### config.mk
export PLATFORM = sky130hd
export DESIGN_NAME = mfp
export DESIGN_NICKNAME = d
export VERILOG_FILES = /design/src/logic/mfp_reg_pkg.sv /design/src/logic/mfp_irq_pkg.sv /design/src/logic/mfp_bus_if.sv /design/src/logic/io_fifo.sv /design/src/logic/mfp_timer.sv /design/src/logic/mfp_irq_ctrl.sv /design/src/logic/mfp_bus_decode.sv /design/src/logic/mfp.sv
export VERILOG_INCLUDE_DIRS = /design/src /design/src/logic
export SDC_FILE = /design/constraint.sdc
export NUM_CORES = 1
export LEC_CHECK = 0
export ABC_CLOCK_PERIOD_IN_PS = 2900
export BUFFER_PORTS_ARGS = -buffer_cell sky130_fd_sc_hd__buf_2
export CORE_ASPECT_RATIO = 1.5
export CORE_MARGIN = 2
export CORE_UTILIZATION = 55
export DETAILED_ROUTE_END_ITERATION = 7
export PLACE_DENSITY = 0.75
export SYNTH_ARGS = -nofsm -noshare
export SYNTH_HDL_FRONTEND = slang
export SYNTH_SLANG_ARGS = --single-unit
### constraint.sdc
create_clock -name clk -period 2.9 [get_ports clk]
set_input_delay 0.29 -clock clk [delete_from_list [all_inputs] [get_ports clk]]
set_output_delay 0.29 -clock clk [all_outputs]
set_load 0.05 [all_outputs]
### src/logic/mfp_config.svh
/*
 build-time sizes for the peripheral
 the fifo depth must be a power of two, pointers wrap by overflow
 prescaler width must hold the largest divisor (200)
*/
`ifndef MFP_CONFIG_SVH
`define MFP_CONFIG_SVH

// entries in each serial link fifo
`define MFP_FIFO_DEPTH 8

// bits in the timer prescaler counter
`define MFP_PRESCALE_W 8

// vector register after reset, s-bit clear so no in-service tracking
`define MFP_VR_RESET 8'h40

`endif

### src/logic/mfp_reg_pkg.sv
/*
 cpu side view of the register file
 only the registers that exist in this design get an address name
 timer c/d and usart sync/ucr addresses read back as zero
*/
package mfp_reg_pkg;

	// 5-bit register numbers as seen on the cpu address lines
	typedef enum logic [4:0] {
		GPIP = 5'h00,
		AER  = 5'h01,
		DDR  = 5'h02,
		IERA = 5'h03,
		IERB = 5'h04,
		IPRA = 5'h05,
		IPRB = 5'h06,
		ISRA = 5'h07,
		ISRB = 5'h08,
		IMRA = 5'h09,
		IMRB = 5'h0A,
		VR   = 5'h0B,
		TACR = 5'h0C,
		TBCR = 5'h0D,
		TADR = 5'h0F,
		TBDR = 5'h10,
		RSR  = 5'h15,
		TSR  = 5'h16,
		UDR  = 5'h17
	} reg_addr_e;

	typedef logic [7:0] byte_t;

	// interrupt controller state handed to the read mux
	typedef struct packed {
		logic [15:0] ier;
		logic [15:0] ipr;
		logic [15:0] isr;
		logic [15:0] imr;
		byte_t       vr;
	} irq_regs_t;

endpackage

### src/logic/mfp_irq_pkg.sv
/*
 interrupt source numbers and timer prescale codes
 sources 4, 5, 9 and 11 belong to missing blocks and never go pending
*/
package mfp_irq_pkg;

	`include "mfp_config.svh"

	// bit positions in the 16-bit ier/ipr/imr/isr words
	typedef enum logic [3:0] {
		GPIP0    = 4'd0,
		GPIP1    = 4'd1,
		GPIP2    = 4'd2,
		GPIP3    = 4'd3,
		GPIP4    = 4'd6,
		GPIP5    = 4'd7,
		TIMER_B  = 4'd8,
		TX_EMPTY = 4'd10,
		RX_FULL  = 4'd12,
		TIMER_A  = 4'd13,
		GPIP6    = 4'd14,
		GPIP7    = 4'd15
	} irq_src_e;

	// low three bits of tacr/tbcr, delay mode only
	typedef enum logic [2:0] {
		STOP, DIV4, DIV10, DIV16, DIV50, DIV64, DIV100, DIV200
	} prescale_e;

	localparam int unsigned PRESCALE_W = `MFP_PRESCALE_W;

	// clock divisor for a prescale code, stop maps to 1 and is gated elsewhere
	function automatic logic [PRESCALE_W-1:0] prescale_div(input prescale_e p);
		logic [PRESCALE_W-1:0] d;
		case (p)
			DIV4:    d = PRESCALE_W'(4);
			DIV10:   d = PRESCALE_W'(10);
			DIV16:   d = PRESCALE_W'(16);
			DIV50:   d = PRESCALE_W'(50);
			DIV64:   d = PRESCALE_W'(64);
			DIV100:  d = PRESCALE_W'(100);
			DIV200:  d = PRESCALE_W'(200);
			default: d = PRESCALE_W'(1);
		endcase
		return d;
	endfunction

endpackage

### src/logic/mfp_bus_if.sv
/*
 decoded register access, valid for the one cycle of the cpu access
 sinks compare addr against their own registers
*/
interface mfp_bus_if;

	// write strobe, sel and ds qualified
	logic wr_o;
	// read strobe, same qualification
	logic rd_o;
	mfp_reg_pkg::reg_addr_e addr;
	mfp_reg_pkg::byte_t wdata;

	// decoder drives the access
	modport dec (output wr_o, rd_o, addr, wdata);

	// timers and interrupt controller only listen
	modport sink (input wr_o, rd_o, addr, wdata);

endinterface

### src/logic/io_fifo.sv
/*
 single clock byte fifo for the io controller link
 push while full is dropped, pop while empty is ignored
 data_o shows the head entry combinationally
*/
module io_fifo (
	input  logic               clk,
	input  logic               reset,
	input  logic               push_i,
	input  mfp_reg_pkg::byte_t data_i,
	input  logic               pop_i,
	output mfp_reg_pkg::byte_t data_o,
	output logic               full_o,
	output logic               avail_o
);

	`include "mfp_config.svh"

	localparam int unsigned AW = $clog2(`MFP_FIFO_DEPTH);
	localparam logic [AW:0] FULL_CNT = (AW+1)'(`MFP_FIFO_DEPTH);

	mfp_reg_pkg::byte_t mem [`MFP_FIFO_DEPTH];
	logic [AW-1:0] wr_ptr;
	logic [AW-1:0] rd_ptr;
	logic [AW:0] count;
	logic push_ok;
	logic pop_ok;

	assign full_o = (count == FULL_CNT);
	assign avail_o = (count != '0);
	assign push_ok = push_i && !full_o;
	assign pop_ok = pop_i && avail_o;
	assign data_o = mem[rd_ptr];

	// pointers wrap on overflow, depth is a power of two
	always_ff @(posedge clk) begin
		if (reset) begin
			wr_ptr <= '0;
			rd_ptr <= '0;
			count <= '0;
		end else begin
			if (push_ok) begin
				wr_ptr <= wr_ptr + 1'b1;
			end
			if (pop_ok) begin
				rd_ptr <= rd_ptr + 1'b1;
			end
			if (push_ok && !pop_ok) begin
				count <= count + 1'b1;
			end else if (pop_ok && !push_ok) begin
				count <= count - 1'b1;
			end
		end
	end

	always_ff @(posedge clk) begin
		if (push_ok) begin
			mem[wr_ptr] <= data_i;
		end
	end

	a_count_bound: assert property (
		@(posedge clk) disable iff (reset) count <= FULL_CNT
	) else $error("fifo count above depth");

endmodule

### src/logic/mfp_timer.sv
/*
 one 8-bit timer in delay mode, prescaler counts clk
 reload value 0 gives 256 counts, data writes load the counter only while stopped
 t_i is synchronised and shown in ctrl bit 7, it gates nothing yet
*/
module mfp_timer #(
	parameter mfp_reg_pkg::reg_addr_e CTRL_ADDR = mfp_reg_pkg::TACR,
	parameter mfp_reg_pkg::reg_addr_e DATA_ADDR = mfp_reg_pkg::TADR
) (
	input  logic               clk,
	input  logic               reset,
	mfp_bus_if.sink            bus,
	input  logic               t_i,
	output logic               done_o,
	output mfp_reg_pkg::byte_t ctrl_o,
	output mfp_reg_pkg::byte_t count_o
);

	`include "mfp_config.svh"

	mfp_irq_pkg::prescale_e mode;
	logic [`MFP_PRESCALE_W-1:0] presc;
	logic [`MFP_PRESCALE_W-1:0] div;
	mfp_reg_pkg::byte_t reload;
	mfp_reg_pkg::byte_t count;
	logic [1:0] t_sync;
	logic ctrl_we;
	logic data_we;
	logic running;
	logic tick;

	assign ctrl_we = bus.wr_o && (bus.addr == CTRL_ADDR);
	assign data_we = bus.wr_o && (bus.addr == DATA_ADDR);
	assign running = (mode != mfp_irq_pkg::STOP);
	assign div = mfp_irq_pkg::prescale_div(mode);

	// a control write restarts the prescaler, so no tick in that cycle
	assign tick = running && !ctrl_we && (presc == div - 1'b1);

	always_ff @(posedge clk) begin
		if (reset) begin
			mode <= mfp_irq_pkg::STOP;
			presc <= '0;
			count <= '0;
			done_o <= 1'b0;
			t_sync <= '0;
		end else begin
			t_sync <= {t_sync[0], t_i};
			// one-cycle pulse after the tick that expires the count
			done_o <= tick && (count == 8'd1);
			if (ctrl_we) begin
				mode <= mfp_irq_pkg::prescale_e'(bus.wdata[2:0]);
				presc <= '0;
			end else if (tick) begin
				presc <= '0;
			end else if (running) begin
				presc <= presc + 1'b1;
			end
			if (data_we && !running) begin
				count <= bus.wdata;
			end else if (tick) begin
				// 0 wraps to 255 here, giving 256 counts
				count <= (count == 8'd1) ? reload : count - 1'b1;
			end
		end
	end

	// reload value is kept across stop and restart
	always_ff @(posedge clk) begin
		if (data_we) begin
			reload <= bus.wdata;
		end
	end

	assign ctrl_o = {t_sync[1], 4'b0000, mode};
	assign count_o = count;

	a_done_single: assert property (
		@(posedge clk) disable iff (reset) done_o |=> !done_o
	) else $error("timer done held for two cycles");

endmodule

### src/logic/mfp_irq_ctrl.sv
/*
 16-source interrupt controller
 gpio events are edge sensitive, aer bit 1 selects the rising edge
 timer c/d and usart error sources are absent, their bits never go pending
 isr tracking only when vr bit 3 is set
*/
module mfp_irq_ctrl (
	input  logic                   clk,
	input  logic                   reset,
	mfp_bus_if.sink                bus,
	input  mfp_reg_pkg::byte_t     gpio_i,
	input  mfp_reg_pkg::byte_t     aer_i,
	input  logic                   timer_a_done_i,
	input  logic                   timer_b_done_i,
	input  logic                   tx_full_i,
	input  logic                   rx_avail_i,
	input  logic                   iack_i,
	output logic                   irq_o,
	output mfp_reg_pkg::byte_t     vec_o,
	output mfp_reg_pkg::irq_regs_t irq_regs_o
);

	`include "mfp_config.svh"

	logic [15:0] ier, ipr, imr, isr;
	logic [15:0] ier_nxt, ipr_nxt, imr_nxt, isr_nxt;
	mfp_reg_pkg::byte_t vr, vr_nxt;
	mfp_reg_pkg::byte_t gpio_d1, gpio_d2;
	mfp_reg_pkg::byte_t vec_q;
	logic [7:0] gpio_fall;
	logic [15:0] events;
	logic [15:0] pending;
	logic [3:0] top_pending;
	logic [3:0] top_service;
	logic tx_full_d, rx_avail_d, iack_d;
	logic ack_start;

	// index of the highest set bit, 0 when empty
	function automatic logic [3:0] top_bit(input logic [15:0] v);
		logic [3:0] idx;
		idx = 4'd0;
		for (int b = 0; b < 16; b++) begin
			if (v[b]) begin
				idx = 4'(b);
			end
		end
		return idx;
	endfunction

	// two stage input delay with polarity applied up front
	always_ff @(posedge clk) begin
		if (reset) begin
			gpio_d1 <= '0;
			gpio_d2 <= '0;
			tx_full_d <= 1'b0;
			rx_avail_d <= 1'b0;
			iack_d <= 1'b0;
		end else begin
			gpio_d1 <= gpio_i ^ aer_i;
			gpio_d2 <= gpio_d1;
			tx_full_d <= tx_full_i;
			rx_avail_d <= rx_avail_i;
			iack_d <= iack_i;
		end
	end

	assign gpio_fall = gpio_d2 & ~gpio_d1;
	assign ack_start = iack_i && !iack_d;
	assign pending = ipr & imr;
	assign top_pending = top_bit(pending);
	assign top_service = top_bit(isr);

	// map event sources onto their interrupt numbers
	always_comb begin
		events = '0;
		events[mfp_irq_pkg::GPIP0] = gpio_fall[0];
		events[mfp_irq_pkg::GPIP1] = gpio_fall[1];
		events[mfp_irq_pkg::GPIP2] = gpio_fall[2];
		events[mfp_irq_pkg::GPIP3] = gpio_fall[3];
		events[mfp_irq_pkg::GPIP4] = gpio_fall[4];
		events[mfp_irq_pkg::GPIP5] = gpio_fall[5];
		events[mfp_irq_pkg::GPIP6] = gpio_fall[6];
		events[mfp_irq_pkg::GPIP7] = gpio_fall[7];
		events[mfp_irq_pkg::TIMER_A] = timer_a_done_i;
		events[mfp_irq_pkg::TIMER_B] = timer_b_done_i;
		// outbound fifo left the full state
		events[mfp_irq_pkg::TX_EMPTY] = tx_full_d && !tx_full_i;
		// inbound fifo just got its first byte
		events[mfp_irq_pkg::RX_FULL] = !rx_avail_d && rx_avail_i;
	end

	// acknowledge first, then new events, then cpu writes win
	always_comb begin
		ier_nxt = ier;
		ipr_nxt = ipr;
		imr_nxt = imr;
		isr_nxt = isr;
		vr_nxt = vr;
		if (ack_start && (|pending)) begin
			ipr_nxt[top_pending] = 1'b0;
			if (vr[3]) begin
				isr_nxt[top_pending] = 1'b1;
			end
		end
		ipr_nxt = ipr_nxt | (events & ier);
		if (bus.wr_o) begin
			case (bus.addr)
				// disabling a source also drops its pending bit
				mfp_reg_pkg::IERA: begin
					ier_nxt[15:8] = bus.wdata;
					ipr_nxt[15:8] = ipr_nxt[15:8] & bus.wdata;
				end
				mfp_reg_pkg::IERB: begin
					ier_nxt[7:0] = bus.wdata;
					ipr_nxt[7:0] = ipr_nxt[7:0] & bus.wdata;
				end
				// zero bits clear, one bits leave alone
				mfp_reg_pkg::IPRA: ipr_nxt[15:8] = ipr_nxt[15:8] & bus.wdata;
				mfp_reg_pkg::IPRB: ipr_nxt[7:0] = ipr_nxt[7:0] & bus.wdata;
				mfp_reg_pkg::ISRA: isr_nxt[15:8] = isr_nxt[15:8] & bus.wdata;
				mfp_reg_pkg::ISRB: isr_nxt[7:0] = isr_nxt[7:0] & bus.wdata;
				mfp_reg_pkg::IMRA: imr_nxt[15:8] = bus.wdata;
				mfp_reg_pkg::IMRB: imr_nxt[7:0] = bus.wdata;
				mfp_reg_pkg::VR:   vr_nxt = bus.wdata;
				default: ;
			endcase
		end
	end

	always_ff @(posedge clk) begin
		if (reset) begin
			ier <= '0;
			ipr <= '0;
			imr <= '0;
			isr <= '0;
			vr <= `MFP_VR_RESET;
		end else begin
			ier <= ier_nxt;
			ipr <= ipr_nxt;
			imr <= imr_nxt;
			isr <= isr_nxt;
			vr <= vr_nxt;
		end
	end

	// vector frozen for the whole acknowledge cycle
	always_ff @(posedge clk) begin
		if (!iack_i) begin
			vec_q <= {vr[7:4], top_pending};
		end
	end

	// same level as in-service still interrupts
	assign irq_o = (|pending) && (top_pending >= top_service);
	assign vec_o = vec_q;
	assign irq_regs_o = '{ier: ier, ipr: ipr, isr: isr, imr: imr, vr: vr};

	a_vec_stable: assert property (
		@(posedge clk) disable iff (reset) iack_i ##1 iack_i |-> $stable(vec_o)
	) else $error("vector changed during iack");

endmodule

### src/logic/mfp_bus_decode.sv
/*
 cpu access decode and read mux
 accesses last one clock, ds is active low, rw high means read
 gpip has no output drivers, ddr only steers read-back
*/
module mfp_bus_decode (
	input  logic                   clk,
	input  logic                   reset,
	input  mfp_reg_pkg::byte_t     din_i,
	input  logic                   sel_i,
	input  logic [4:0]             addr_i,
	input  logic                   ds_i,
	input  logic                   rw_i,
	output mfp_reg_pkg::byte_t     dout_o,
	input  logic                   iack_i,
	mfp_bus_if.dec                 bus,
	input  mfp_reg_pkg::byte_t     gpio_i,
	input  mfp_reg_pkg::byte_t     tacr_i,
	input  mfp_reg_pkg::byte_t     tbcr_i,
	input  mfp_reg_pkg::byte_t     tadr_i,
	input  mfp_reg_pkg::byte_t     tbdr_i,
	input  mfp_reg_pkg::irq_regs_t irq_regs_i,
	input  mfp_reg_pkg::byte_t     vec_i,
	input  mfp_reg_pkg::byte_t     rx_data_i,
	input  logic                   rx_avail_i,
	input  logic                   tx_full_i,
	output logic                   tx_push_o,
	output logic                   rx_pop_o,
	output mfp_reg_pkg::byte_t     aer_o
);

	mfp_reg_pkg::byte_t gpip;
	mfp_reg_pkg::byte_t aer;
	mfp_reg_pkg::byte_t ddr;
	logic [1:0] rsr_ctrl;
	logic [3:0] tsr_ctrl;
	logic access;

	assign access = sel_i && !ds_i;
	assign bus.wr_o = access && !rw_i;
	assign bus.rd_o = access && rw_i;
	assign bus.addr = mfp_reg_pkg::reg_addr_e'(addr_i);
	assign bus.wdata = din_i;

	// udr write feeds the outbound fifo, udr read pops the inbound head
	assign tx_push_o = bus.wr_o && (bus.addr == mfp_reg_pkg::UDR);
	assign rx_pop_o = bus.rd_o && (bus.addr == mfp_reg_pkg::UDR);
	assign aer_o = aer;

	// port and usart control registers
	always_ff @(posedge clk) begin
		if (reset) begin
			gpip <= '0;
			aer <= '0;
			ddr <= '0;
			rsr_ctrl <= '0;
			tsr_ctrl <= '0;
		end else if (bus.wr_o) begin
			case (bus.addr)
				mfp_reg_pkg::GPIP: gpip <= din_i;
				mfp_reg_pkg::AER:  aer <= din_i;
				mfp_reg_pkg::DDR:  ddr <= din_i;
				mfp_reg_pkg::RSR:  rsr_ctrl <= din_i[1:0];
				mfp_reg_pkg::TSR:  tsr_ctrl <= din_i[3:0];
				default: ;
			endcase
		end
	end

	// read mux, vector only when the cpu is not selecting a register
	always_comb begin
		dout_o = '0;
		if (bus.rd_o) begin
			case (bus.addr)
				// ddr bit set means pin is an output, show the latch
				mfp_reg_pkg::GPIP: dout_o = (gpio_i & ~ddr) | (gpip & ddr);
				mfp_reg_pkg::AER:  dout_o = aer;
				mfp_reg_pkg::DDR:  dout_o = ddr;
				mfp_reg_pkg::IERA: dout_o = irq_regs_i.ier[15:8];
				mfp_reg_pkg::IERB: dout_o = irq_regs_i.ier[7:0];
				mfp_reg_pkg::IPRA: dout_o = irq_regs_i.ipr[15:8];
				mfp_reg_pkg::IPRB: dout_o = irq_regs_i.ipr[7:0];
				mfp_reg_pkg::ISRA: dout_o = irq_regs_i.isr[15:8];
				mfp_reg_pkg::ISRB: dout_o = irq_regs_i.isr[7:0];
				mfp_reg_pkg::IMRA: dout_o = irq_regs_i.imr[15:8];
				mfp_reg_pkg::IMRB: dout_o = irq_regs_i.imr[7:0];
				mfp_reg_pkg::VR:   dout_o = irq_regs_i.vr;
				mfp_reg_pkg::TACR: dout_o = tacr_i;
				mfp_reg_pkg::TBCR: dout_o = tbcr_i;
				mfp_reg_pkg::TADR: dout_o = tadr_i;
				mfp_reg_pkg::TBDR: dout_o = tbdr_i;
				// buffer full flag in bit 7
				mfp_reg_pkg::RSR:  dout_o = {rx_avail_i, 5'b00000, rsr_ctrl};
				// tx buffer empty means room in the fifo
				mfp_reg_pkg::TSR:  dout_o = {!tx_full_i, 3'b000, tsr_ctrl};
				mfp_reg_pkg::UDR:  dout_o = rx_data_i;
				default:           dout_o = '0;
			endcase
		end else if (iack_i) begin
			dout_o = vec_i;
		end
	end

	// the cpu never runs a register access inside an acknowledge cycle
	a_no_access_in_iack: assert property (
		@(posedge clk) disable iff (reset) iack_i |-> !access
	) else $error("register access during iack");

endmodule

### src/logic/mfp.sv
/*
 mfp top level, 68000-style register bus at 5-bit addresses
 one-clock accesses sampled at the rising edge, ds active low
 timers a and b in delay mode only, no serial shifter or gpip drivers
*/
module mfp (
	input  logic               clk,
	input  logic               reset,
	input  mfp_reg_pkg::byte_t din_i,
	input  logic               sel_i,
	input  logic [4:0]         addr_i,
	input  logic               ds_i,
	input  logic               rw_i,
	output mfp_reg_pkg::byte_t dout_o,
	output logic               irq_o,
	input  logic               iack_i,
	output logic               serial_data_out_available_o,
	input  logic               serial_strobe_out_i,
	output mfp_reg_pkg::byte_t serial_data_out_o,
	input  logic               serial_strobe_in_i,
	input  mfp_reg_pkg::byte_t serial_data_in_i,
	output logic               serial_data_in_full_o,
	input  logic [1:0]         t_i,
	input  mfp_reg_pkg::byte_t gpio_i
);

	mfp_bus_if bus ();

	mfp_reg_pkg::byte_t tacr, tbcr, tadr, tbdr;
	mfp_reg_pkg::byte_t vec, aer, rx_data;
	mfp_reg_pkg::irq_regs_t irq_regs;
	logic timer_a_done, timer_b_done;
	logic tx_full, tx_push, rx_pop, rx_avail;

	mfp_bus_decode u_decode (
		.clk, .reset, .din_i, .sel_i, .addr_i, .ds_i, .rw_i, .dout_o, .iack_i,
		.bus (bus.dec), .gpio_i,
		.tacr_i (tacr), .tbcr_i (tbcr), .tadr_i (tadr), .tbdr_i (tbdr),
		.irq_regs_i (irq_regs), .vec_i (vec),
		.rx_data_i (rx_data), .rx_avail_i (rx_avail), .tx_full_i (tx_full),
		.tx_push_o (tx_push), .rx_pop_o (rx_pop), .aer_o (aer)
	);

	mfp_timer #(.CTRL_ADDR(mfp_reg_pkg::TACR), .DATA_ADDR(mfp_reg_pkg::TADR)) timer_a (
		.clk, .reset, .bus (bus.sink), .t_i (t_i[0]),
		.done_o (timer_a_done), .ctrl_o (tacr), .count_o (tadr)
	);

	mfp_timer #(.CTRL_ADDR(mfp_reg_pkg::TBCR), .DATA_ADDR(mfp_reg_pkg::TBDR)) timer_b (
		.clk, .reset, .bus (bus.sink), .t_i (t_i[1]),
		.done_o (timer_b_done), .ctrl_o (tbcr), .count_o (tbdr)
	);

	mfp_irq_ctrl u_irq (
		.clk, .reset, .bus (bus.sink), .gpio_i, .aer_i (aer),
		.timer_a_done_i (timer_a_done), .timer_b_done_i (timer_b_done),
		.tx_full_i (tx_full), .rx_avail_i (rx_avail), .iack_i,
		.irq_o, .vec_o (vec), .irq_regs_o (irq_regs)
	);

	// cpu writes udr, io controller drains
	io_fifo fifo_out (
		.clk, .reset, .push_i (tx_push), .data_i (din_i),
		.pop_i (serial_strobe_out_i), .data_o (serial_data_out_o),
		.full_o (tx_full), .avail_o (serial_data_out_available_o)
	);

	// io controller fills, cpu reads udr
	io_fifo fifo_in (
		.clk, .reset, .push_i (serial_strobe_in_i), .data_i (serial_data_in_i),
		.pop_i (rx_pop), .data_o (rx_data),
		.full_o (serial_data_in_full_o), .avail_o (rx_avail)
	);

endmodule

# Yosys cells after proc, flatten, opt, wreduce, memory -nomap -nowiden
# Memories as Yosys holds them, arrays and structs flattened. A register that Yosys moved wholly into a read port is not among the register bits.
# Index checks and enable logic that the tools add are counted.
# classes
add_sub_neg,14
magnitude_cmp,3
eq_ne,38
muxes,64
bitwise,17
reduce_logical,69
# op_table
op,count
$pmux W8 S19,1
$pmux W8 S7,2
$mux W8,12
$mux W16,5
$mux W4,20
$and A8 B8 Y8,7
$and A16 B16 Y16,3
$mux W3,12
$eq A5 B4 Y1 const B,7
$or A16 B16 Y16,2
$sub A8 B1 Y8 const B,4
$logic_and A1 B1 Y1,31
$eq A3 B3 Y1 const B,8
$eq A5 B3 Y1 const B,4
$eq A5 B5 Y1 const B,4
$reduce_and A2 Y1,10
$add A8 B1 Y8 const B,2
$eq A8 B1 Y1 const B,2
$eq A8 B8 Y1,2
$not A16 Y16,1
$not A8 Y8,2
$reduce_or A16 Y1,1
$logic_not A1 Y1,14
$add A3 B1 Y3 const B,4
other kinds (21),45
# totals
register_bits,209
mem_bits_rw,128
in_bits,39
out_inout_bits,19
elab_cells,243
n_memories,2
# mem_list
memory,words,word_bits,read_ports,rd_clocked_by_memory_dff,wr,line,source
fifo_in.mem,8,8,1,1,1,io_fifo.sv:22,mfp_reg_pkg::byte_t mem [`MFP_FIFO_DEPTH];
fifo_out.mem,8,8,1,1,1,io_fifo.sv:22,

# Logic depth before layout (Yosys ltp)
# Gate-level depths: netlist of the first run.
# depth
word_depth,27
ltp_mapped,13
mapped_depth_nobuf,12

# Hierarchy
# From an unflattened synthesis of the first run, not the netlist that was laid out.
# hier_totals
hier_cells,1556
hier_area_um2,16861.2
# by_module_without_submodules
mod,n_inst,cells_per_inst,area_per_inst_um2,seq_area_each_um2
io_fifo,2,166,3110.5,2182.1
mfp_irq_ctrl,1,479,4271.6,2062.0
mfp_bus_decode,1,350,2753.9,600.6
mfp_timer (timer_a),1,200,1814.2,680.7
mfp_timer (timer_b),1,195,1800.5,680.7

# Least setup slack after synthesis of the first run
# Ideal clock, no wire load.
# synth_timing
kind,input port to output port
start,input port addr_i[2]
end,output port dout_o[3]
arrival_ns,2.687
t_required_ns,2.610
path_slack_ns,-0.077
cell_stages,8
n_path_buf,2
path_cell_list,or3b_2 -> clkbuf_1 -> nor2_1 -> clkbuf_1 -> a22oi_1 -> nand4_1 -> nor4_1 -> o21ai_0
# synth_between
elab_chain_cells,3
word_cells_on_any_way,21
classes_between,eq/ne: 18; mux: 2; reduce/logical: 1
# synth_lines
element,line,source
"start, declared",mfp.sv:11,"input logic [4:0] addr_i,"
"$eq A5 B5 Y1, or another cell as far along",mfp_bus_decode.sv:74,case (bus.addr)
$pmux W8 S19 (*),mfp_bus_decode.sv:74,
$mux W8 (*),mfp_bus_decode.sv:73,if (bus.rd_o) begin
"end, declared",mfp.sv:14,"output mfp_reg_pkg::byte_t dout_o,"
# Every way passes the cells marked *; elsewhere a longest branch is shown, timed or not.

# Worst setup path after layout of the first run
# layout_timing
start,register u_irq.ipr[11]
end,output port irq_o
# layout_between
elab_chain_cells,8
word_cells_on_any_way,9
classes_between,order compare: 1; mux: 5; bitwise: 1; reduce/logical: 2
# layout_lines
element,line,source
"start, declared",mfp_irq_ctrl.sv:25,"logic [15:0] ier, ipr, imr, isr;"
"start signal, assigned",mfp_irq_ctrl.sv:139,ipr <= ipr_nxt;
$and A16 B16 Y16,mfp_irq_ctrl.sv:69,assign pending = ipr & imr;
$mux W4 (5 in series),mfp_irq_ctrl.sv:43,if (v[b]) begin
named net u_irq.top_pending[1],mfp_irq_ctrl.sv:33,logic [3:0] top_pending;
$ge A4 B4 Y1,mfp_irq_ctrl.sv:154,assign irq_o = (|pending) && (top_pending >= top_service);
$logic_and A1 B1 Y1,mfp_irq_ctrl.sv:154,
"end, declared",mfp.sv:15,"output logic irq_o,"
# The timed path passes the listed nets, and every way through them passes these cells.

==> flow_summary.toml, run 1 <==
[pwr]
p_total_mw = 10.87
switchingPower_mw = 2.914
ir_drop_uv = 634.7
power.share.clock_pct = 37.5
p_per_area_nw_per_um2 = 589.5
p_leak_nw = 6.441
swShare_pct = 26.80
p_comb_share_pct = 13.8
power_frac_seq_pct = 48.7
intPower_mw = 7.959

[synth]
synth_nets = 1570
async_flop_share_pct = 0
synthAdderAreaFrac_pct = 1.841
synth_top_family_by_area = "simple AND/OR/NAND/NOR gates"
synth_area_sq_um = 15760
synthCells = 1509
yosys.area_share.simple_pct = 17.30
synth.most_common_cell = "dfxtp_1"
yosysTopAreaCellShare_pct = 28.95
netlist_top_cells_count = "191 x dfxtp_1, 164 x nor2_1, 152 x edfxtp_1"
synthTopCellsByArea = "edfxtp_1 29%, dfxtp_1 24%, mux4_2 4.6%, mux2i_1 3.9%, nor2_1 3.9%"
avgSynthCellArea_sq_um = 10.45
synth_compound_area_share_pct = 12.54
seq_area_frac_synth_pct = 53.21
synth_mux_area_share_pct = 9.461
yosysUniqueCellTypes = 76
synth_edf_count = 152
ys_warn_count = 0
synth_top_flop_cell = "dfxtp_1"
ys_ff_latch = 343
yosys.area.top_type = "edfxtp_1"
synthXorXnorAreaFrac_pct = 2.500

[clock_tree]
cts_made_buffers = 31
clkSlewWorstSetupHoldPaths_ns = 0.07
cts_tree = "yes"
clock_sinks = 343
root_buffer = "clkbuf_16"
htree_levels = 1
worstSkewPairLatency_ns = 0.60
clock_path_buffers = 3

[sta]
hold_viol = 0
post-route-min-period_ns = 3.165
final-setup-viol-count = 2
fmax_mhz = 316.0
fin_setup_tns_ns = -0.2668
tightest_slew_ns = 1.036
clock_skew_ns = 0.01744
whs_ns = 0.03355
slew_viol_final = 0
setup_ws_ns = -0.2650
rsz0062_at_grt = "yes"
maxSlewHeadroom_pct = 30.35
finalCritPeriodShare_pct = 109.1

[cells_and_area]
drive_above_1_share_pct = 19.76
area_growth_pct = 17.00
final_nets = 1701
diodes = 0
fin_util_pct = 65.73

[detailed_routing]
via_per_inst = 6.444
drt-initial-drc-count = 1105
drtPass1Iterations = 6
wire_per_inst_microns = 25.63
routed_wirelength_mm = 51.54
drc = 0
ant_nets = 0
via_count = 12960

[die]
die_area_sq_um = 30060
die_height_microns = 211.3
io_pins = 58
die_w_microns = 142.2
initial_utilization_pct = 56.18
core_sq_um = 28060
std_cell_rows = 75

[placed_design]
dp_hpwl_mm = 36.55
port_buffers = 57
gp_congestion = 1.046
dp_slack_ns = 0.1268

[hold_path]
min_path_type = "in -> reg"

[critical_path]
endpoint_kind = "output pin"
cp_max_fo = 3
critPathRequiredTime_ns = 2.61
worstSetupStartpointType = "flop"
criticalPathCategory = "reg -> out"
worstPathArrival_ns = 2.87

[global_route]
antenna_found_initial = 0
grt_util_all_layers_pct = 34.30
grt_overflow = 0
grt_max_degree = 149
grt_pass1_vias = 12920
grt_pass1_wl_mm = 77.09

[flow_run]
cap_violations = 0

[run_status]
status = "finished, violations left"
violations = "negative setup slack"
[layout by cell type, fill, tap and decap left out, drive strengths merged, types with 9 or more instances in the layout]
master / n
and3: 12
dfxtp: 191
buf: 173
a211oi: 13
xor2: 14
xnor2: 31
mux2i: 62
or3: 9
nand4: 16
dlygate4sd3: 16
ha: 20
o31ai: 11
clkbuf: 38
nand3b: 10
mux2: 13
a21oi: 104
nor4: 17
nand3: 60
o21ai: 38
nor3: 54
nand2b: 19
nor2: 164
nand2: 143
a31oi: 22
clkinv: 14
nor2b: 11
inv: 38
mux4: 32
a22oi: 31
edfxtp: 152
a221oi: 10
[kinds of logic after synthesis]
group	Yosys count
adder cells (fa/ha/maj)	22
buffers and inverters	128
multiplexers	107
XOR/XNOR	45
AO/OA/AOI/OAI	302
flip-flops	343
AND/OR/NAND/NOR	562
[worst max-delay path, cell delays in order, from the launching register on]
cell and delay (ns):
dfxtp_4 0.35, buf_4 0.14, a22o_1 0.23, a311oi_2 0.27, or2_4 0.17, and2_4 0.14, inv_2 0.04, ha_1 0.28
a21o_1 0.18, a21o_1 0.16, a21oi_2 0.10, nor2_1 0.06, buf_6 0.17
[final timing paths]
path,start,end,slack (ns),cells after the start
worst max-delay path,u_irq.ipr[11],irq_o,-0.26,12
worst min-delay path,gpio_i[5],u_irq.gpio_d1[5],0.03,3
worst max register to register,timer_b.mode[2],timer_b.presc[5],0.16,5
worst min register to register,timer_b.t_sync[0],timer_b.t_sync[1],0.43,1
[stage by stage]
stage | instances | instance area [sq um]
floorplan | 1509 | 15760
global placement | 1929 | 16990
detailed placement | 1929 | 16990
CTS | 2009 | 18330
global route | 2011 | 18440
finish | 2011 | 18440
[power by group through the flow]
stage | Clock (mW) | Sequential [mW] | Combinational [mW]
3_5_place_dp | 0 | 5.40 | 1.45
5_1_grt | 4.30 | 5.31 | 1.62
6_report | 4.08 | 5.30 | 1.50
2_1_floorplan | 0 | 5.35 | 1.03
3_3_place_gp | 0 | 5.39 | 1.42
4_1_cts | 4.13 | 5.29 | 1.49
[final cells by class]
class,instances,area [sq um]
clock buffers,37,808.3
clock inverters,21,193.9
fillers,2175,9614
inverters,36,135.1
multi-input cells,1038,7046
flip-flops and latches,343,8407
well taps,346,432.9
repair buffers,190,1421
[sequential cells by signal (all words and copies together) (netlist names), 8 cells and up, named ones only]
name             flops
u_irq.vec_o          8
u_irq.ipr           16
u_decode.gpip        8
u_decode.aer_o       8
u_irq.gpio_d1        8
u_irq.isr           16
timer_b.count_o      8
timer_a.presc        8
fifo_in.mem         64
u_irq.ier           16
timer_b.presc        8
u_irq.imr           16
u_irq.vr             8
timer_b.reload       8
fifo_out.mem        64
timer_a.count_o      8
u_irq.gpio_d2        8
timer_a.reload       8
u_decode.ddr         8
[timing repair]
action                                 in CTS  in global routing
setup endpoints to repair                   7                  8
cloned                                      0                  1
hold buffers                               16                  0
pin swaps                                  17                  9
gates resized for setup                    41                 24
endpoints found under the hold margin      73                  0
buffers inserted                            6                  2
[per-layer routing]
| metal | GRT usage (%) | up-vias | part of all wire, % |
|---|---|---|---|
| met1 | 40.59 | 6275 | 37 |
| met4 | 20.52 | 0 | 7.0 |
| met5 | 0 | - | 0 |
| met3 | 4.592 | 204 | 7.0 |
| met2 | 59.25 | 624 | 49 |
| li1 | - | 5856 | - |
No activity file was read; power rests on OpenSTA's default activity.
==> inputs of run 2 (changes only) <==
Settings changed: PLACE_DENSITY 0.75 to 0.79.
==> run 2 against run 1 <==
Compared with the run above:
- final cell count down 0.55%
- total power up 3.9%
- sequential power about the same
- largest power group unchanged
- the run still ends with negative setup slack left
==> flow_summary.toml, run 2 (same netlist as run 1, synthesis figures left out) <==
[die]
core_sq_um = 28060
initial_utilization_pct = 56.18
die_height_microns = 211.3
std_cell_rows = 75
io_pins = 58
die_area_sq_um = 30060
die_w_microns = 142.2

[detailed_routing]
ant_nets = 0
via_count = 12910
drtPass1Iterations = 6
routed_wirelength_mm = 51.92
drc = 0
drt-initial-drc-count = 1185
via_per_inst = 6.454
wire_per_inst_microns = 25.96

[hold_path]
min_path_type = "in -> reg"

[placed_design]
port_buffers = 57
gp_congestion = 1.061
place_inst = 1929
dp_hpwl_mm = 37.59
dp_slack_ns = 0.1626
dpl_cell_area_sq_um = 16960

[critical_path]
max_stage_delay_ns = 0.38
path_cells = "a22o_1 > a311oi_2 > or2_4 > and2_0 > inv_2 > ha_1 > a21o_1 > a21o_1 > a21oi_2 > nor2_1 > buf_6"
crit_path_top_delay_cell = "dfxtp_1"
cp_num_buf_inv = 2
cp_max_fo = 4
endpoint_kind = "output pin"
worstPathArrival_ns = 2.80
cp_common_cell = "a21o_1"
critPathRequiredTime_ns = 2.61
worstSetupStartpointType = "flop"
criticalPathCategory = "reg -> out"
cpLargestDelayFamily = "compound AO/OA/AOI/OAI gates"

[clock_tree]
cts_made_buffers = 34
cts_tree = "yes"
root_buffer = "clkbuf_16"
clkSlewWorstSetupHoldPaths_ns = 0.06
clock_path_buffers = 3
clock_sinks = 343
htree_levels = 2
worstSkewPairLatency_ns = 0.53

[global_route]
grt_overflow = 0
grt_util_all_layers_pct = 35.24
grt_max_degree = 61
grt_pass1_wl_mm = 77.91
grt_pass1_vias = 12940
antenna_found_initial = 1

[sta]
final-setup-viol-count = 1
fmax_mhz = 323.5
tightest_slew_ns = 0.9328
setup_ws_ns = -0.1911
maxSlewHeadroom_pct = 37.28
clock_skew_ns = 0.01300
finalCritPeriodShare_pct = 106.6
post-route-min-period_ns = 3.091
rsz0062_at_grt = "yes"
slew_viol_final = 0
hold_viol = 0

[cells_and_area]
final_nets = 1690
drive_above_1_share_pct = 19.04
top_regs = "fifo_in.mem: 64 flops, fifo_out.mem: 64 flops"
finish.instance_area_sq_um = 18370
final_common_cell = "dfxtp_1"
diodes = 0
stdcell_count = 2000
area_growth_pct = 16.53
layout_common_cells = "185 x dfxtp_1, 162 x nor2_1, 152 x edfxtp_1"
fin_util_pct = 65.47

[run_status]
status = "finished, violations left"
violations = "negative setup slack"

[pwr]
ir_drop_uv = 544.5
p_per_area_nw_per_um2 = 614.9
p_leak_nw = 6.410

[flow_run]
cap_violations = 0
==> run 2: where the power goes <==
group	leakage, nW	total, mW	switching [mW]	internal [mW]
clock network	0.549	4.53	1.86	2.67
logic	2.93	1.48	0.918	0.559
registers	2.93	5.29	0.113	5.18
==> run 2: cell type report <==
type,count,area [sq um]
Tap cell,346,432.9
Clock inverter,14,187.7
Inverter,36,135.1
Fill cell,2149,9688
Timing Repair Buffer,176,1252
Sequential cell,343,8398
Multi-Input combinational cell,1038,7013
Clock buffer,47,950.9
==> run 2: stage by stage <==
stage	setup TNS, ns	hold slack, ns	total power, mW
5_1_grt	-0.4437	0.03993	11.65
2_1_floorplan	0	0.3889	6.379
3_5_place_dp	0	0.4209	6.853
3_3_place_gp	0	0.4164	6.797
4_1_cts	-0.2004	0.02304	11.35
6_report	-0.1911	0.03320	11.30
==> run 2: timing repair <==
| item | in CTS | in global routing |
|---|---|---|
| setup endpoints to repair | 5 | 8 |
| gates resized for setup | 24 | 24 |
| buffers inserted | 6 | 1 |
| cloned | 1 | 0 |
| hold endpoints to repair | 2 | 0 |
| hold buffers | 2 | 0 |
| pin swaps | 12 | 12 |
==> run 2: path summary, 6_finish.rpt <==
path,start,slack (ns),to,cells past startpoint
max reg2reg,fifo_in.count[1],0.18,fifo_in.count[3],12
min,serial_data_in_i[3],0.03,fifo_in.mem[4][3],1
min reg2reg,u_irq.gpio_d1[7],0.43,u_irq.gpio_d2[7],2
max,u_irq.imr[6],-0.19,irq_o,11
==> run 2: layer usage <==
layer | part of all wire, % | track usage, % | routed length, microns
met1 | 35 | 38.48 | 18030
met2 | 51 | 62.34 | 26270
met3 | 6.5 | 5.768 | 3394
met4 | 8.1 | 23.79 | 4206
met5 | 0.025 | 0 | 13
==> inputs of run 3 (changes only) <==
Settings changed: CELL_PAD_IN_SITES_DETAIL_PLACEMENT set to 0, CELL_PAD_IN_SITES_GLOBAL_PLACEMENT set to 1, CORE_UTILIZATION 55 to 45, PLACE_DENSITY 0.79 to 0.8.
==> run 3 against run 2 <==
Compared with the run above:
- combinational power about the same
- the flow still finishes with violations (negative setup slack)
- sequential share of layout area fell by 0.67 points
- largest power group unchanged
- sequential cell count did not move
- highest routed layer is now met4
- clock skew increased by 0.0099 ns
- utilization is 12 points lower
==> flow_summary.toml, run 3 (same netlist as run 1, synthesis figures left out) <==
[cells_and_area]
fin_util_pct = 53.59
nFillCells = 3056
stdcell_count = 2128
top_regs = "fifo_in.mem: 64 flops, fifo_out.mem: 64 flops"
area_growth_pct = 18.26
final_nets = 1688
drive_above_1_share_pct = 19.00
register_area_sq_um = 8398
finish.instance_area_sq_um = 18640
final_common_cell = "dfxtp_1"
multi_input_comb_area_sq_um = 7019
layout_common_cells = "185 x dfxtp_1, 162 x nor2_1, 152 x edfxtp_1"

[global_route]
antenna_found_initial = 0
grt_pass1_wl_mm = 74.76
grt_pass1_vias = 12310
grt_max_degree = 149
grt_overflow = 0
grt_util_all_layers_pct = 27.46

[sta]
slew_viol_final = 0
post-route-min-period_ns = 3.088
maxSlewHeadroom_pct = 45.16
fin_setup_tns_ns = -0.1877
finalCritPeriodShare_pct = 106.5
fmax_mhz = 323.9
hold_viol = 0
rsz0062_at_grt = "yes"
whs_ns = 0.03076
final-setup-viol-count = 1
setup_ws_ns = -0.1877
clock_skew_ns = 0.02285
tightest_slew_ns = 0.8226

[die]
die_height_microns = 233.2
std_cell_rows = 84
io_pins = 58
die_w_microns = 156.8
initial_utilization_pct = 45.31
core_sq_um = 34790
die_area_sq_um = 36580

[detailed_routing]
routed_wirelength_mm = 50.18
drtPass1Iterations = 6
wire_per_inst_microns = 23.58
drc = 0
via_count = 12690
drt-initial-drc-count = 1199
via_per_inst = 5.964
ant_nets = 0

[pwr]
p_per_area_nw_per_um2 = 617.8
p_total_mw = 11.52
ir_drop_uv = 532.3
p_leak_nw = 6.450

[clock_tree]
root_buffer = "clkbuf_16"
clock_path_buffers = 3
clkSlewWorstSetupHoldPaths_ns = 0.07
cts_made_buffers = 34
worstSkewPairLatency_ns = 0.54
cts_tree = "yes"
htree_levels = 2
clock_sinks = 343

[placed_design]
dp_slack_ns = -0.01628
port_buffers = 57
gp_congestion = 1.029
dp_hpwl_mm = 36.40
dpl_cell_area_sq_um = 17150
place_inst = 2053

[critical_path]
cpLargestDelayFamily = "compound AO/OA/AOI/OAI gates"
cp_num_buf_inv = 1
criticalPathCategory = "reg -> out"
critPathRequiredTime_ns = 2.61
cp_max_fo = 3
cp_common_cell = "a21o_1"
worstSetupStartpointType = "flop"
worstPathArrival_ns = 2.80
max_stage_delay_ns = 0.41
path_cells = "a222oi_1 > o21ai_1 > a21o_1 > a21oi_2 > ha_1 > nand2b_4 > a21o_1 > a21o_1 > a21oi_1 > nor2_1 > buf_6"
crit_path_top_delay_cell = "a222oi_1"
endpoint_kind = "output pin"

[run_status]
violations = "negative setup slack"
status = "finished, violations left"

[flow_run]
cap_violations = 0

[hold_path]
min_path_type = "in -> reg"
run 3: cell count changes in the layout (fill, tap and decap cells not counted), sizes merged:
cell,delta
clkbuf,+2
dlygate4sd3,+2
bufinv,+2
buf,-4
inv,-2
diode,+2
clkinv,-1
run 3: what timing repair did:
item / CTS / global route
endpoints found under the hold margin: 18 / 0
endpoints found under the setup margin: 6 / 9
gates cloned: 1 / 0
resized for setup: 21 / 29
hold buffers: 4 / 0
pin swaps: 12 / 7
setup buffers: 2 / 4
run 3: cell type report:
| type | count | share of cell area (%) |
|---|---|---|
| antenna | 2 | 0.02685 |
| clock buffer | 49 | 5.141 |
| clock inverter | 13 | 1.322 |
| inverter | 36 | 0.7249 |
| multi-input combinational | 1038 | 37.65 |
| sequential | 343 | 45.05 |
| tap | 473 | 3.175 |
| timing repair buffer | 174 | 6.906 |
run 3: worst paths after layout:
check | end | slack (ns) | startpoint | cells after the start
worst max register to register | fifo_in.count[3] | 0.25 | fifo_in.count[1] | 12
worst min-delay path | fifo_in.mem[0][3] | 0.03 | serial_data_in_i[3] | 1
worst max-delay path | irq_o | -0.19 | u_irq.ipr[9] | 11
worst min register to register | u_irq.gpio_d2[1] | 0.45 | u_irq.gpio_d1[1] | 2
run 3: routing by layer:
metal	vias up	global-route usage [%]	part of all wire, %	routed length [microns]
li1	5825	-	-	-
met1	6187	31.02	37	18620
met2	505	47.71	49	24800
met3	174	4.286	6.0	3002
met4	0	18.06	7.5	3762
met5	-	0	0	0
run 3: worst reg2reg max path, cell delays in order, from the launching register on:
cell     delay, ns
dfxtp_1       0.36
nor3_1        0.27
nand2_1       0.13
nand2_1       0.19
inv_1         0.15
ha_1          0.24
inv_1         0.12
ha_1          0.24
a21o_1        0.17
a21oi_1       0.16
xnor2_1       0.09
or3_1         0.31
a21oi_1       0.13
run 3: power breakdown:
group | switching, mW | internal, mW | total, mW
Sequential | 0.112 | 5.18 | 5.29
Clock | 1.91 | 2.86 | 4.77
Combinational | 0.886 | 0.570 | 1.46
Total | 2.91 | 8.61 | 11.5
